## src/game_pkg.sv

```systemverilog
// Game timing and geometry; the defaults assume a 50 MHz clock, and each lane's x position is implied by its index
package game_pkg;

    // Lane layout, lanes 0-3 for player A and 4-7 for player B
    localparam int num_lanes        = 8;
    localparam int lanes_per_player = 4;

    // Playfield height in rows, an arrow expires on the tick after reaching it
    localparam int screen_height = 120;

    // Target window centre and half-width, rows 80 to 100
    localparam int target_y  = 90;
    localparam int hit_range = 10;

    // Arrow row, wide enough for the full screen height
    typedef logic [6:0] row_t;

    // One bit per lane, bit n for lane n
    typedef logic [num_lanes-1:0] lane_mask_t;

    // Power-on value of the pattern LFSR
    localparam logic [15:0] lfsr_seed = 16'hACE1;

    // Clock counts between spawns and between row steps
    localparam int spawn_interval_default = 25_000_000;
    localparam int move_interval_default  = 1_000_000;

    // Arrow direction, value equals the lane number modulo four
    typedef enum logic [1:0] {
        left  = 2'd0,
        up    = 2'd1,
        right = 2'd2,
        down  = 2'd3
    } direction_e;

endpackage

```

## src/display_pkg.sv

```systemverilog
// Score range and active-low seven-segment codes for DE-series boards; digits above 9 have no code
package display_pkg;

    // Scores stop counting here
    localparam int score_max = 99;

    typedef logic [6:0] score_t;

    // Segment order gfedcba, a zero lights the segment
    typedef logic [6:0] seg_t;

    localparam seg_t digit_codes [0:9] = '{
        7'b1000000,  // 0
        7'b1111001,  // 1
        7'b0100100,  // 2
        7'b0110000,  // 3
        7'b0011001,  // 4
        7'b0010010,  // 5
        7'b0000010,  // 6
        7'b1111000,  // 7
        7'b0000000,  // 8
        7'b0010000   // 9
    };

endpackage

```

## src/play_if.sv

```systemverilog
// Spawn and hit events as single-cycle strobes with no back-pressure; receivers act in the cycle they see them
`timescale 1ns/1ps

interface play_if
    import game_pkg::*;
();

    logic       spawn_valid;  // One cycle per spawn
    lane_mask_t spawn_lanes;  // Lanes to start, valid with spawn_valid
    logic       hit_a;        // Player A scored a hit
    logic       hit_b;        // Player B scored a hit

    modport generator (
        output spawn_valid,
        output spawn_lanes
    );

    modport field (
        input  spawn_valid,
        input  spawn_lanes,
        output hit_a,
        output hit_b
    );

    modport scorer (
        input hit_a,
        input hit_b
    );

endinterface

```

## src/spawn_generator.sv

```systemverilog
// Spawns every spawn_interval+1 cycles while the game runs; both players always get the same pattern
`timescale 1ns/1ps

module spawn_generator
    import game_pkg::*;
#(
    parameter int spawn_interval = spawn_interval_default
) (
    input  logic      CLOCK_50,
    input  logic      reset,
    input  logic      game_active,
    play_if.generator play
);

    localparam int cnt_w = $clog2(spawn_interval + 1);
    localparam logic [cnt_w-1:0] spawn_last = cnt_w'(spawn_interval);

    logic [15:0]      lfsr;
    logic [cnt_w-1:0] spawn_cnt;
    logic             feedback;
    logic             spawn_now;

    // Map the low LFSR nibble onto one or two lane slots of a player
    function automatic logic [lanes_per_player-1:0] pattern_mask(input logic [3:0] sel);
        logic [lanes_per_player-1:0] m;
        m = '0;
        case (sel)
            4'd0:         m[up]    = 1'b1;
            4'd1:         m[down]  = 1'b1;
            4'd2:         m[left]  = 1'b1;
            4'd3:         m[right] = 1'b1;
            4'd4, 4'd5:   begin m[up]   = 1'b1; m[down]  = 1'b1; end
            4'd6, 4'd7:   begin m[up]   = 1'b1; m[left]  = 1'b1; end
            4'd8, 4'd9:   begin m[up]   = 1'b1; m[right] = 1'b1; end
            4'd10, 4'd11: begin m[down] = 1'b1; m[left]  = 1'b1; end
            4'd12, 4'd13: begin m[down] = 1'b1; m[right] = 1'b1; end
            default:      begin m[left] = 1'b1; m[right] = 1'b1; end
        endcase
        return m;
    endfunction

    assign feedback  = lfsr[15] ^ lfsr[14] ^ lfsr[12] ^ lfsr[3];
    assign spawn_now = game_active && (spawn_cnt == spawn_last);

    always_ff @(posedge CLOCK_50 or posedge reset) begin
        if (reset) begin
            spawn_cnt        <= '0;
            lfsr             <= lfsr_seed;
            play.spawn_valid <= 1'b0;
        end else if (spawn_now) begin
            spawn_cnt        <= '0;
            lfsr             <= {lfsr[14:0], feedback};  // Advance once per spawn
            play.spawn_valid <= 1'b1;
        end else begin
            spawn_cnt        <= game_active ? spawn_cnt + 1'b1 : '0;
            play.spawn_valid <= 1'b0;
        end
    end

    // Pattern taken from the value before the shift
    always_ff @(posedge CLOCK_50) begin
        if (spawn_now)
            play.spawn_lanes <= lane_mask_t'({2{pattern_mask(lfsr[3:0])}});
    end

endmodule

```

## src/arrow_lane.sv

```systemverilog
// One falling arrow; the window flag is registered from the row, so a hit check sees the row one cycle late
`timescale 1ns/1ps

module arrow_lane
    import game_pkg::*;
(
    input  logic CLOCK_50,
    input  logic reset,
    input  logic game_active,
    input  logic spawn,
    input  logic move_tick,
    input  logic key,
    output logic active,
    output logic hit
);

    localparam row_t window_lo = row_t'(target_y - hit_range);
    localparam row_t window_hi = row_t'(target_y + hit_range);
    localparam row_t last_row  = row_t'(screen_height);

    row_t row;
    logic in_window;
    logic key_prev;

    // Rising key edge on a live arrow inside the window
    assign hit = game_active && key && !key_prev && active && in_window;

    always_ff @(posedge CLOCK_50 or posedge reset) begin
        if (reset) begin
            active    <= 1'b0;
            in_window <= 1'b0;
            key_prev  <= 1'b0;
        end else begin
            key_prev  <= key;
            in_window <= (row >= window_lo) && (row <= window_hi);
            if (!game_active)
                active <= 1'b0;             // Game stopped, drop the arrow
            else if (hit)
                active <= 1'b0;
            else if (move_tick && active && row >= last_row)
                active <= 1'b0;             // Fell off the bottom
            else if (spawn && !active)
                active <= 1'b1;
        end
    end

    // Row only matters while the arrow is live
    always_ff @(posedge CLOCK_50) begin
        if (spawn && !active)
            row <= '0;
        else if (move_tick && active && row < last_row)
            row <= row + 1'b1;
    end

endmodule

```

## src/arrow_field.sv

```systemverilog
// Eight lanes stepped by one shared tick every move_interval+1 cycles; hits leave as one strobe per player
`timescale 1ns/1ps

module arrow_field
    import game_pkg::*;
#(
    parameter int move_interval = move_interval_default
) (
    input  logic       CLOCK_50,
    input  logic       reset,
    input  logic       game_active,
    input  logic [3:0] player_a_keys,
    input  logic [3:0] player_b_keys,
    play_if.field      play,
    output lane_mask_t lane_active
);

    localparam int cnt_w = $clog2(move_interval + 1);
    localparam logic [cnt_w-1:0] move_last = cnt_w'(move_interval);

    logic [cnt_w-1:0] move_cnt;
    logic             move_tick;
    lane_mask_t       lane_keys;
    lane_mask_t       lane_hit;

    assign move_tick = game_active && (move_cnt == move_last);
    assign lane_keys = {player_b_keys, player_a_keys};  // Player B in the upper half

    always_ff @(posedge CLOCK_50 or posedge reset) begin
        if (reset)
            move_cnt <= '0;
        else if (!game_active || move_tick)
            move_cnt <= '0;
        else
            move_cnt <= move_cnt + 1'b1;
    end

    for (genvar n = 0; n < num_lanes; n++) begin : g_lane
        arrow_lane u_lane (
            .CLOCK_50   (CLOCK_50),
            .reset      (reset),
            .game_active(game_active),
            .spawn      (play.spawn_valid && play.spawn_lanes[n]),
            .move_tick  (move_tick),
            .key        (lane_keys[n]),
            .active     (lane_active[n]),
            .hit        (lane_hit[n])
        );
    end

    // Several lanes in one cycle still count once
    always_ff @(posedge CLOCK_50 or posedge reset) begin
        if (reset) begin
            play.hit_a <= 1'b0;
            play.hit_b <= 1'b0;
        end else begin
            play.hit_a <= |lane_hit[lanes_per_player-1:0];
            play.hit_b <= |lane_hit[num_lanes-1:lanes_per_player];
        end
    end

endmodule

```

## src/score_tracker.sv

```systemverilog
// Scores count only while the game runs and hold afterwards; win flags update only at game over
`timescale 1ns/1ps

module score_tracker
    import display_pkg::*;
(
    input  logic    CLOCK_50,
    input  logic    reset,
    input  logic    game_active,
    input  logic    show_game_over,
    play_if.scorer  play,
    output score_t  score_a,
    output score_t  score_b,
    output logic    player_a_won,
    output logic    player_b_won
);

    localparam score_t top_score = score_t'(score_max);

    always_ff @(posedge CLOCK_50 or posedge reset) begin
        if (reset) begin
            score_a      <= '0;
            score_b      <= '0;
            player_a_won <= 1'b0;
            player_b_won <= 1'b0;
        end else if (game_active) begin
            // Saturate at the top score
            if (play.hit_a && score_a < top_score)
                score_a <= score_a + 1'b1;
            if (play.hit_b && score_b < top_score)
                score_b <= score_b + 1'b1;

            player_a_won <= 1'b0;  // No winner mid-game
            player_b_won <= 1'b0;
        end else if (show_game_over) begin
            // A tie leaves both flags low
            player_a_won <= (score_a > score_b);
            player_b_won <= (score_b > score_a);
        end
    end

endmodule

```

## src/score_display.sv

```systemverilog
// Two-digit decimal per player on active-low displays; scores above 99 are not decoded
`timescale 1ns/1ps

module score_display
    import display_pkg::*;
(
    input  logic   CLOCK_50,
    input  logic   reset,
    input  score_t score_a,
    input  score_t score_b,
    output seg_t   HEX0,
    output seg_t   HEX1,
    output seg_t   HEX2,
    output seg_t   HEX3
);

    logic [3:0] ones_a, tens_a;
    logic [3:0] ones_b, tens_b;

    always_comb begin
        ones_a = 4'(score_a % 10);
        tens_a = 4'(score_a / 10);
        ones_b = 4'(score_b % 10);
        tens_b = 4'(score_b / 10);
    end

    always_ff @(posedge CLOCK_50 or posedge reset) begin
        if (reset) begin
            HEX0 <= digit_codes[0];  // Show 00 00 out of reset
            HEX1 <= digit_codes[0];
            HEX2 <= digit_codes[0];
            HEX3 <= digit_codes[0];
        end else begin
            HEX0 <= digit_codes[ones_a];
            HEX1 <= digit_codes[tens_a];
            HEX2 <= digit_codes[ones_b];
            HEX3 <= digit_codes[tens_b];
        end
    end

endmodule

```

## src/arrow_game_top.sv

```systemverilog
// Game logic only with no video output; lane_active and the hit strobes are meant for board LEDs
`timescale 1ns/1ps

module arrow_game_top
    import game_pkg::*;
#(
    parameter int spawn_interval = spawn_interval_default,
    parameter int move_interval  = move_interval_default
) (
    input  logic                 CLOCK_50,
    input  logic                 reset,
    input  logic                 game_active,
    input  logic                 show_game_over,
    input  logic [3:0]           player_a_keys,
    input  logic [3:0]           player_b_keys,
    output logic [6:0]           HEX0,
    output logic [6:0]           HEX1,
    output logic [6:0]           HEX2,
    output logic [6:0]           HEX3,
    output logic [num_lanes-1:0] lane_active,
    output logic                 hit_a,
    output logic                 hit_b,
    output logic                 player_a_won,
    output logic                 player_b_won
);

    logic [6:0] score_a;
    logic [6:0] score_b;

    play_if u_play ();

    assign hit_a = u_play.hit_a;
    assign hit_b = u_play.hit_b;

    spawn_generator #(
        .spawn_interval(spawn_interval)
    ) u_spawn (
        .CLOCK_50   (CLOCK_50),
        .reset      (reset),
        .game_active(game_active),
        .play       (u_play.generator)
    );

    arrow_field #(
        .move_interval(move_interval)
    ) u_field (
        .CLOCK_50     (CLOCK_50),
        .reset        (reset),
        .game_active  (game_active),
        .player_a_keys(player_a_keys),
        .player_b_keys(player_b_keys),
        .play         (u_play.field),
        .lane_active  (lane_active)
    );

    score_tracker u_score (
        .CLOCK_50      (CLOCK_50),
        .reset         (reset),
        .game_active   (game_active),
        .show_game_over(show_game_over),
        .play          (u_play.scorer),
        .score_a       (score_a),
        .score_b       (score_b),
        .player_a_won  (player_a_won),
        .player_b_won  (player_b_won)
    );

    // HEX1:HEX0 for player A, HEX3:HEX2 for player B
    score_display u_display (
        .CLOCK_50(CLOCK_50),
        .reset   (reset),
        .score_a (score_a),
        .score_b (score_b),
        .HEX0    (HEX0),
        .HEX1    (HEX1),
        .HEX2    (HEX2),
        .HEX3    (HEX3)
    );

endmodule

```

## config.mk

```make
export PLATFORM = sky130hd
export DESIGN_NAME = arrow_game_top
export DESIGN_NICKNAME = d
export VERILOG_FILES = /design/src/game_pkg.sv /design/src/display_pkg.sv /design/src/play_if.sv /design/src/spawn_generator.sv /design/src/arrow_lane.sv /design/src/arrow_field.sv /design/src/score_tracker.sv /design/src/score_display.sv /design/src/arrow_game_top.sv
export SDC_FILE = /design/constraint.sdc
export NUM_CORES = 1
export LEC_CHECK = 0
export BUFFER_PORTS_ARGS = -buffer_cell sky130_fd_sc_hd__buf_4
export CORE_MARGIN = 10
export CORE_UTILIZATION = 65
export CTS_CLUSTER_DIAMETER = 80
export CTS_CLUSTER_SIZE = 16
export DETAILED_ROUTE_END_ITERATION = 10
export HOLD_SLACK_MARGIN = 0.08
export MAX_ROUTING_LAYER = met4
export PLACE_DENSITY = 0.94
export SLEW_MARGIN = 20
export SYNTH_ARGS = -nofsm -noshare
export SYNTH_HDL_FRONTEND = slang
export SYNTH_SLANG_ARGS = --single-unit
```

## constraint.sdc

```tcl
create_clock -name CLOCK_50 -period 9.1 [get_ports CLOCK_50]
set_clock_uncertainty 0.05 [all_clocks]
set_input_delay 1.82 -clock CLOCK_50 [delete_from_list [all_inputs] [get_ports CLOCK_50]]
set_output_delay 1.82 -clock CLOCK_50 [all_outputs]
set_load 0.005 [all_outputs]
```

---- Word-level counts from Yosys, hierarchy flattened ----
Memory sizes are Yosys's and may differ from the RTL's. A register that Yosys moved wholly into a read port is not among the register bits.
Cells that the tools add are included.
word-level totals
  memories ................................ 4
  register bits after elaboration ......... 168
  output and inout port bits .............. 40
  bits of input ports ..................... 12
  logic and storage cells ................. 285
  bits in read-only memories .............. 448
operators by class
  multiplexer cells ....................... 44
  reduce and logical (&&, ||, !) cells .... 112
  magnitude comparators ................... 36
  eq/ne operators ......................... 23
  $add $sub $neg .......................... 12
  div/mod/pow operators ................... 4
  bitwise operators ....................... 7
memory list
  memory           depth  bits a word  rd ports  clocked after Yosys merged registers in  write ports  RTL line             text
  (no name shown)  16     7            1         1                                        0            score_display.sv:34  HEX0 <= digit_codes[ones_a];
  (no name shown)  16     7            1         1                                        0            score_display.sv:35  HEX1 <= digit_codes[tens_a];
  (no name shown)  16     7            1         1                                        0            score_display.sv:36  HEX2 <= digit_codes[ones_b];
  (no name shown)  16     7            1         1                                        0            score_display.sv:37  HEX3 <= digit_codes[tens_b];
operators with widths
  kind                     number
  $ge A7 B7 Y1 const B     16
  $logic_and A1 B1 Y1      84
  $add A7 B1 Y7 const B    10
  $lt A7 B7 Y1 const B     10
  $div A7 B4 Y32 const B   2
  $mod A7 B4 Y32 const B   2
  $le A7 B7 Y1 const B     8
  $mux W25                 2
  $mux W1                  41
  $ne A4 B1 Y1 const B     8
  $add A25 B1 Y25 const B  1
  $eq A25 B25 Y1 const B   1
  $eq A4 B4 Y1 const B     6
  $add A20 B1 Y20 const B  1
  $eq A20 B20 Y1 const B   1
  $mux W20                 1
  $not A4 Y5               4
  $reduce_or A9 Y1         2
  $logic_not A1 Y1         17
  $eq A4 B3 Y1 const B     4
  $gt A7 B7 Y1             2
  $reduce_or A7 Y1         2
  $eq A4 B2 Y1 const B     2
  $reduce_or A4 Y1         2
  6 further kinds          9

---- Longest topological paths before layout ----
  depth in word-level cells ............... 7
  gate-level depth with buffers ........... 18

---- Cells and area by module ----
A second synthesis with hierarchy kept.
unflattened totals
  cell total of the unflattened synthesis .. 1176
  area total of the unflattened synthesis .. 11129.4 um^2
modules (own cells, without submodules)
  module           instances  area an instance (um^2)  cells an instance  sequential area each (um^2)
  arrow_lane       8          511.7                    56                 215.2
  score_display    1          2680.1                   322                705.7
  spawn_generator  1          2238.4                   199                1181.1
  arrow_field      1          1212.4                   124                550.5
  score_tracker    1          904.6                    83                 400.4

---- Least setup slack after synthesis ----
No wires, ideal clock.
  path kind ............................... flip-flop to flip-flop
  start point ............................. register u_score.score_a[5]
  end point ............................... register u_display.HEX0[6]
  arrival time ............................ 3722 ps
  required time ........................... 8967 ps
  path slack .............................. 5245 ps
  setup time .............................. 83 ps
  cell stages (with the launch flop) ...... 17
  buffers on the path ..................... 1
  period minus slack after synthesis ...... 3855 ps
  cell sequence ........................... dfrtp_1 buf_4 nor2_1 inv_1 ha_1 and2b_4 o21ai_0 a2111oi_2 a221o_2 inv_2 xnor2_1 ha_1 xnor2_1 nor3_1 a32o_1 a211o_1 a221o_1
on the way
  longest elaborated chain between the ends .. 2
ends and longest elaborated chain
  element                           RTL line             text
  start: declaration                score_tracker.sv:12  output score_t score_a,
  start signal: assignment          score_tracker.sv:29  score_a <= score_a + 1'b1;
  $mod A7 B4 Y32                    score_display.sv:21  ones_a = 4'(score_a % 10);
  $not A4 Y5 (implied by the code)  score_display.sv:34
  end: declaration                  score_display.sv:11  output seg_t HEX0,
No other way between the ends.
A chain may end at the register's enable or synchronous reset.

---- Worst setup path after layout ----
Same ends and word-level chain as after synthesis.

==> results.sh <==
export IMPL_synth_seq_cells=192
export IMPL_avgSynthCellArea_um2=9.65
export IMPL_cp_start_kind="flop"
export IMPL_drc=0
export IMPL_hold_start="u_field.g_lane[0].u_lane.row[6]$_SDFFE_PP0P_"
export IMPL_synth_area_mm2=0.0102
export IMPL_crit_type="reg -> reg"
export IMPL_grt_pass1_wl_um=36800
export IMPL_synth_flop_cell="dfrtp_1"
export IMPL_p_leak_nw=4.99
export IMPL_synth_nets=1128
export IMPL_r2r_slack_ps=4460
export IMPL_hold_depth=1
export IMPL_hold_viol=0
export IMPL_endpoint_kind="flop"
export IMPL_cap_violations=0
export IMPL_seq_area_frac_synth=0.446
export IMPL_drt_initial_drc_count=873
export IMPL_crit_path_max_incr_delay_ps=660
export IMPL_setup_viol=0
export IMPL_period_share=0.510
export IMPL_cp_cell_sequence="nor2_1, inv_1, ha_1, and2b_4, o21ai_0, a2111oi_2, a221o_2, inv_2, xnor2_1, ha_1, xnor2_1, nor3_1, a32o_1, a211o_1, a221o_1"
export IMPL_post_cts_setup_buffer_count=0
export IMPL_fin_crit_ps=4640
export IMPL_cts_root_buf="clkbuf_16"
export IMPL_required_ps=9420
export IMPL_antenna_found_initial=0
export IMPL_rsz0062_at_grt="false"
export IMPL_track_usage=0.210
export IMPL_synthCells=1060
export IMPL_syn_to_final_growth_pct=9.83
export IMPL_insertion_delay_ps=450
export IMPL_insertedDiodeCount=0
export IMPL_synth_edf_count=4
export IMPL_dieArea_mm2=0.0212
export IMPL_grt_pass1_vias=7508
export IMPL_crit_buf_inv=2
export IMPL_m1WireLength_um=9290
export IMPL_htreeDepth=4
export IMPL_timing_rr_start="u_score.score_a[5]$_DFFE_PP0P_"
export IMPL_cpMaxStageDelayCell="dfrtp_1"
export IMPL_cp_arrival_ps=4960
export IMPL_wl_met2_um=11000
export IMPL_start_util=0.668
export IMPL_drt_wirelength_per_cell_um=16.7
export IMPL_dpl_hpwl_um=14400
export IMPL_drtAntennaViolNets=0
export IMPL_ir_drop_mv=0.141
export IMPL_cp_top_family="compound AO/OA/AOI/OAI gates"
export IMPL_rr_worst_depth=15
export IMPL_fin_tns_setup_ps=0
export IMPL_grt_ovfl_total=0
export IMPL_r2r_end="u_display.HEX0[6]$_DFF_PP1_"
export IMPL_clock_path_buffers=2
export IMPL_hold_path_end="u_field.g_lane[0].u_lane.in_window$_DFF_PP0_"
export IMPL_layout_drive_gt1_share=0.130
export IMPL_finalMaxSlewViolations=0
export IMPL_core_mm2=0.0153
export IMPL_via_per_inst=6.10
export IMPL_status="finished, final reports clean"
export IMPL_hold_class="reg -> reg"
export IMPL_tightestPinTransition_ps=949
export IMPL_drt_total_wl_um=21900
export IMPL_io_buffers=51
export IMPL_drtPass1Iterations=6
export IMPL_wl_met3_um=1220
export IMPL_cts_hold_buffers_added=0
export IMPL_worst_path_max_fanout=22
export IMPL_numCtsBuffers=17
export IMPL_grt_max_degree=76
export IMPL_std_cell_rows=45
export IMPL_clock_sinks=192
export IMPL_power_mw=1.62
export IMPL_slew_limit_headroom=0.362
export IMPL_pin_count=52
export IMPL_cts_tree="built"
export IMPL_async_reset_ff_frac=0.688
export IMPL_fmax_ghz=0.216
export IMPL_gp_congestion=0.926
export IMPL_final_cell_mix="nor2_1 (140), dfrtp_1 (120), nand2_1 (66)"
export IMPL_via_count=8020
export IMPL_powerDensity_mw_per_mm2=145
export IMPL_die_w_um=145
export IMPL_final_common_cell="nor2_1"
export IMPL_cts_resized=0
export IMPL_yosys_warnings=0
export IMPL_finalNetCount=1159
export IMPL_top_layer_used="met4"
export IMPL_path_clk_slew_ps=70
export IMPL_synthDistinctLibCells=87
export IMPL_die_h_um=145
==> worst register-to-register path: cells and delay by family, from the launching register on <==
| kind | cells | cell delay (ps) |
|---|---|---|
| adders and majority gates | 2 | 660 |
| buffers and inverters | 2 | 240 |
| AOI/OAI and AO/OA | 6 | 1690 |
| DFF | 1 | 660 |
| and+or+nand+nor | 3 | 780 |
| xor gates and xnor gates | 2 | 490 |
==> layout make-up <==
type	instances	area, um^2
fillers	969	4080
well taps	211	264
clock buffers	20	458
multi-input cells	778	5260
flip-flops and latches	192	4560
repair buffers	53	398
clock inverters	12	111
inverters	49	189
==> cells by family after synthesis <==
logic type / share of synthesized area
xor gates and xnor gates: 0.0853
buffers and inverters: 0.0411
DFF: 0.446
and+or+nand+nor: 0.211
muxes: 0.0342
adders and majority gates: 0.0715
AOI/OAI and AO/OA: 0.111
==> worst max-delay path by stage <==
stage,start,end,slack [ps],depth (start not counted)
after global routing,u_score.score_a[5]$_DFFE_PP0P_,u_display.HEX0[6]$_DFF_PP1_,4320,15
after floorplan,reset,u_display.HEX0[0]$_DFF_PP0_,3720,1
after detailed placement,u_score.score_a[5]$_DFFE_PP0P_,u_display.HEX0[6]$_DFF_PP1_,4590,15
after CTS,u_score.score_a[5]$_DFFE_PP0P_,u_display.HEX0[6]$_DFF_PP1_,4560,15
final,u_score.score_a[5]$_DFFE_PP0P_,u_display.HEX0[6]$_DFF_PP1_,4460,15
after global placement,u_score.score_a[5]$_DFFE_PP0P_,u_display.HEX0[6]$_DFF_PP1_,4850,15
==> where the power goes <==
| group | internal [mW] | switching [mW] | total [mW] |
|---|---|---|---|
| clock network | 0.379 | 0.356 | 0.736 |
| logic | 0.00760 | 0.0217 | 0.0293 |
| registers | 0.855 | 0.00394 | 0.859 |
==> metal layers <==
| layer | global-route usage | vias up |
|---|---|---|
| met3 | 0.0326 | 56 |
| met4 | 0.0758 | 0 |
| met5 | - | - |
| met2 | 0.342 | 311 |
| met1 | 0.261 | 3893 |
| li1 | - | 3760 |
==> cells in the mapped netlist, types with 3 or more instances <==
cell type  number  area, um^2
nor2_1        140         526
and4_1          5        43.8
o21ai_0        53         265
nor4_1          6        37.5
nand3b_1        8        60.1
xor2_1         51         447
inv_2           3        11.3
mux2_2         16         180
o211ai_1        3        22.5
nand3_1        37         185
buf_4          11        82.6
nor2b_1        15        93.8
o31ai_1         4        30.0
ha_1           56         701
a21oi_1        32         160
a21oi_2         3        26.3
nor3_1         11        55.1
dfxtp_1        56        1120
mux2i_1        17         170
inv_1          46         173
clkbuf_1       17        63.8
a21boi_0        9        67.6
o21a_1         10        75.1
nand2b_1       14        87.6
o22ai_1         4        25.0
nand4_1        39         244
xnor2_1        45         394
and2_1          5        31.3
dfstp_2        12         315
and3_1         37         231
buf_6           4        45.0
or3_1          14        87.6
nand2_1        66         248
dfrtp_1       120        3000
buf_2           9        45.0
a41oi_1         8        70.1
edfxtp_1        4         120
==> through the flow <==
step / utilization / instance area (um^2) / instances / hold WS, ps / setup WS, ps
floorplan: - / 10200 / 1060 / 382 / 3720
global placement: 0.697 / 10700 / 1283 / 401 / 4850
detailed placement: 0.697 / 10700 / 1283 / 417 / 4590
CTS: 0.734 / 11200 / 1315 / 427 / 4560
global route: 0.734 / 11200 / 1315 / 444 / 4320
finish: 0.734 / 11200 / 1315 / 427 / 4460
==> registers in the layout, indices dropped and copies added (netlist names), 7 cells and up <==
signal,cells
u_spawn.lfsr,16
u_spawn.spawn_cnt,25
u_field.g_lane.u_lane.in_window,8
u_display.HEX3,7
u_field.g_lane.u_lane.row,56
u_field.move_cnt,20
u_score.score_b,7
u_display.HEX2,7
u_field.g_lane.u_lane.key_prev,8
u_score.score_a,7
u_field.g_lane.u_lane.active,8
u_display.HEX1,7
u_display.HEX0,7
Note: power is estimated with default switching activity, not from simulation.
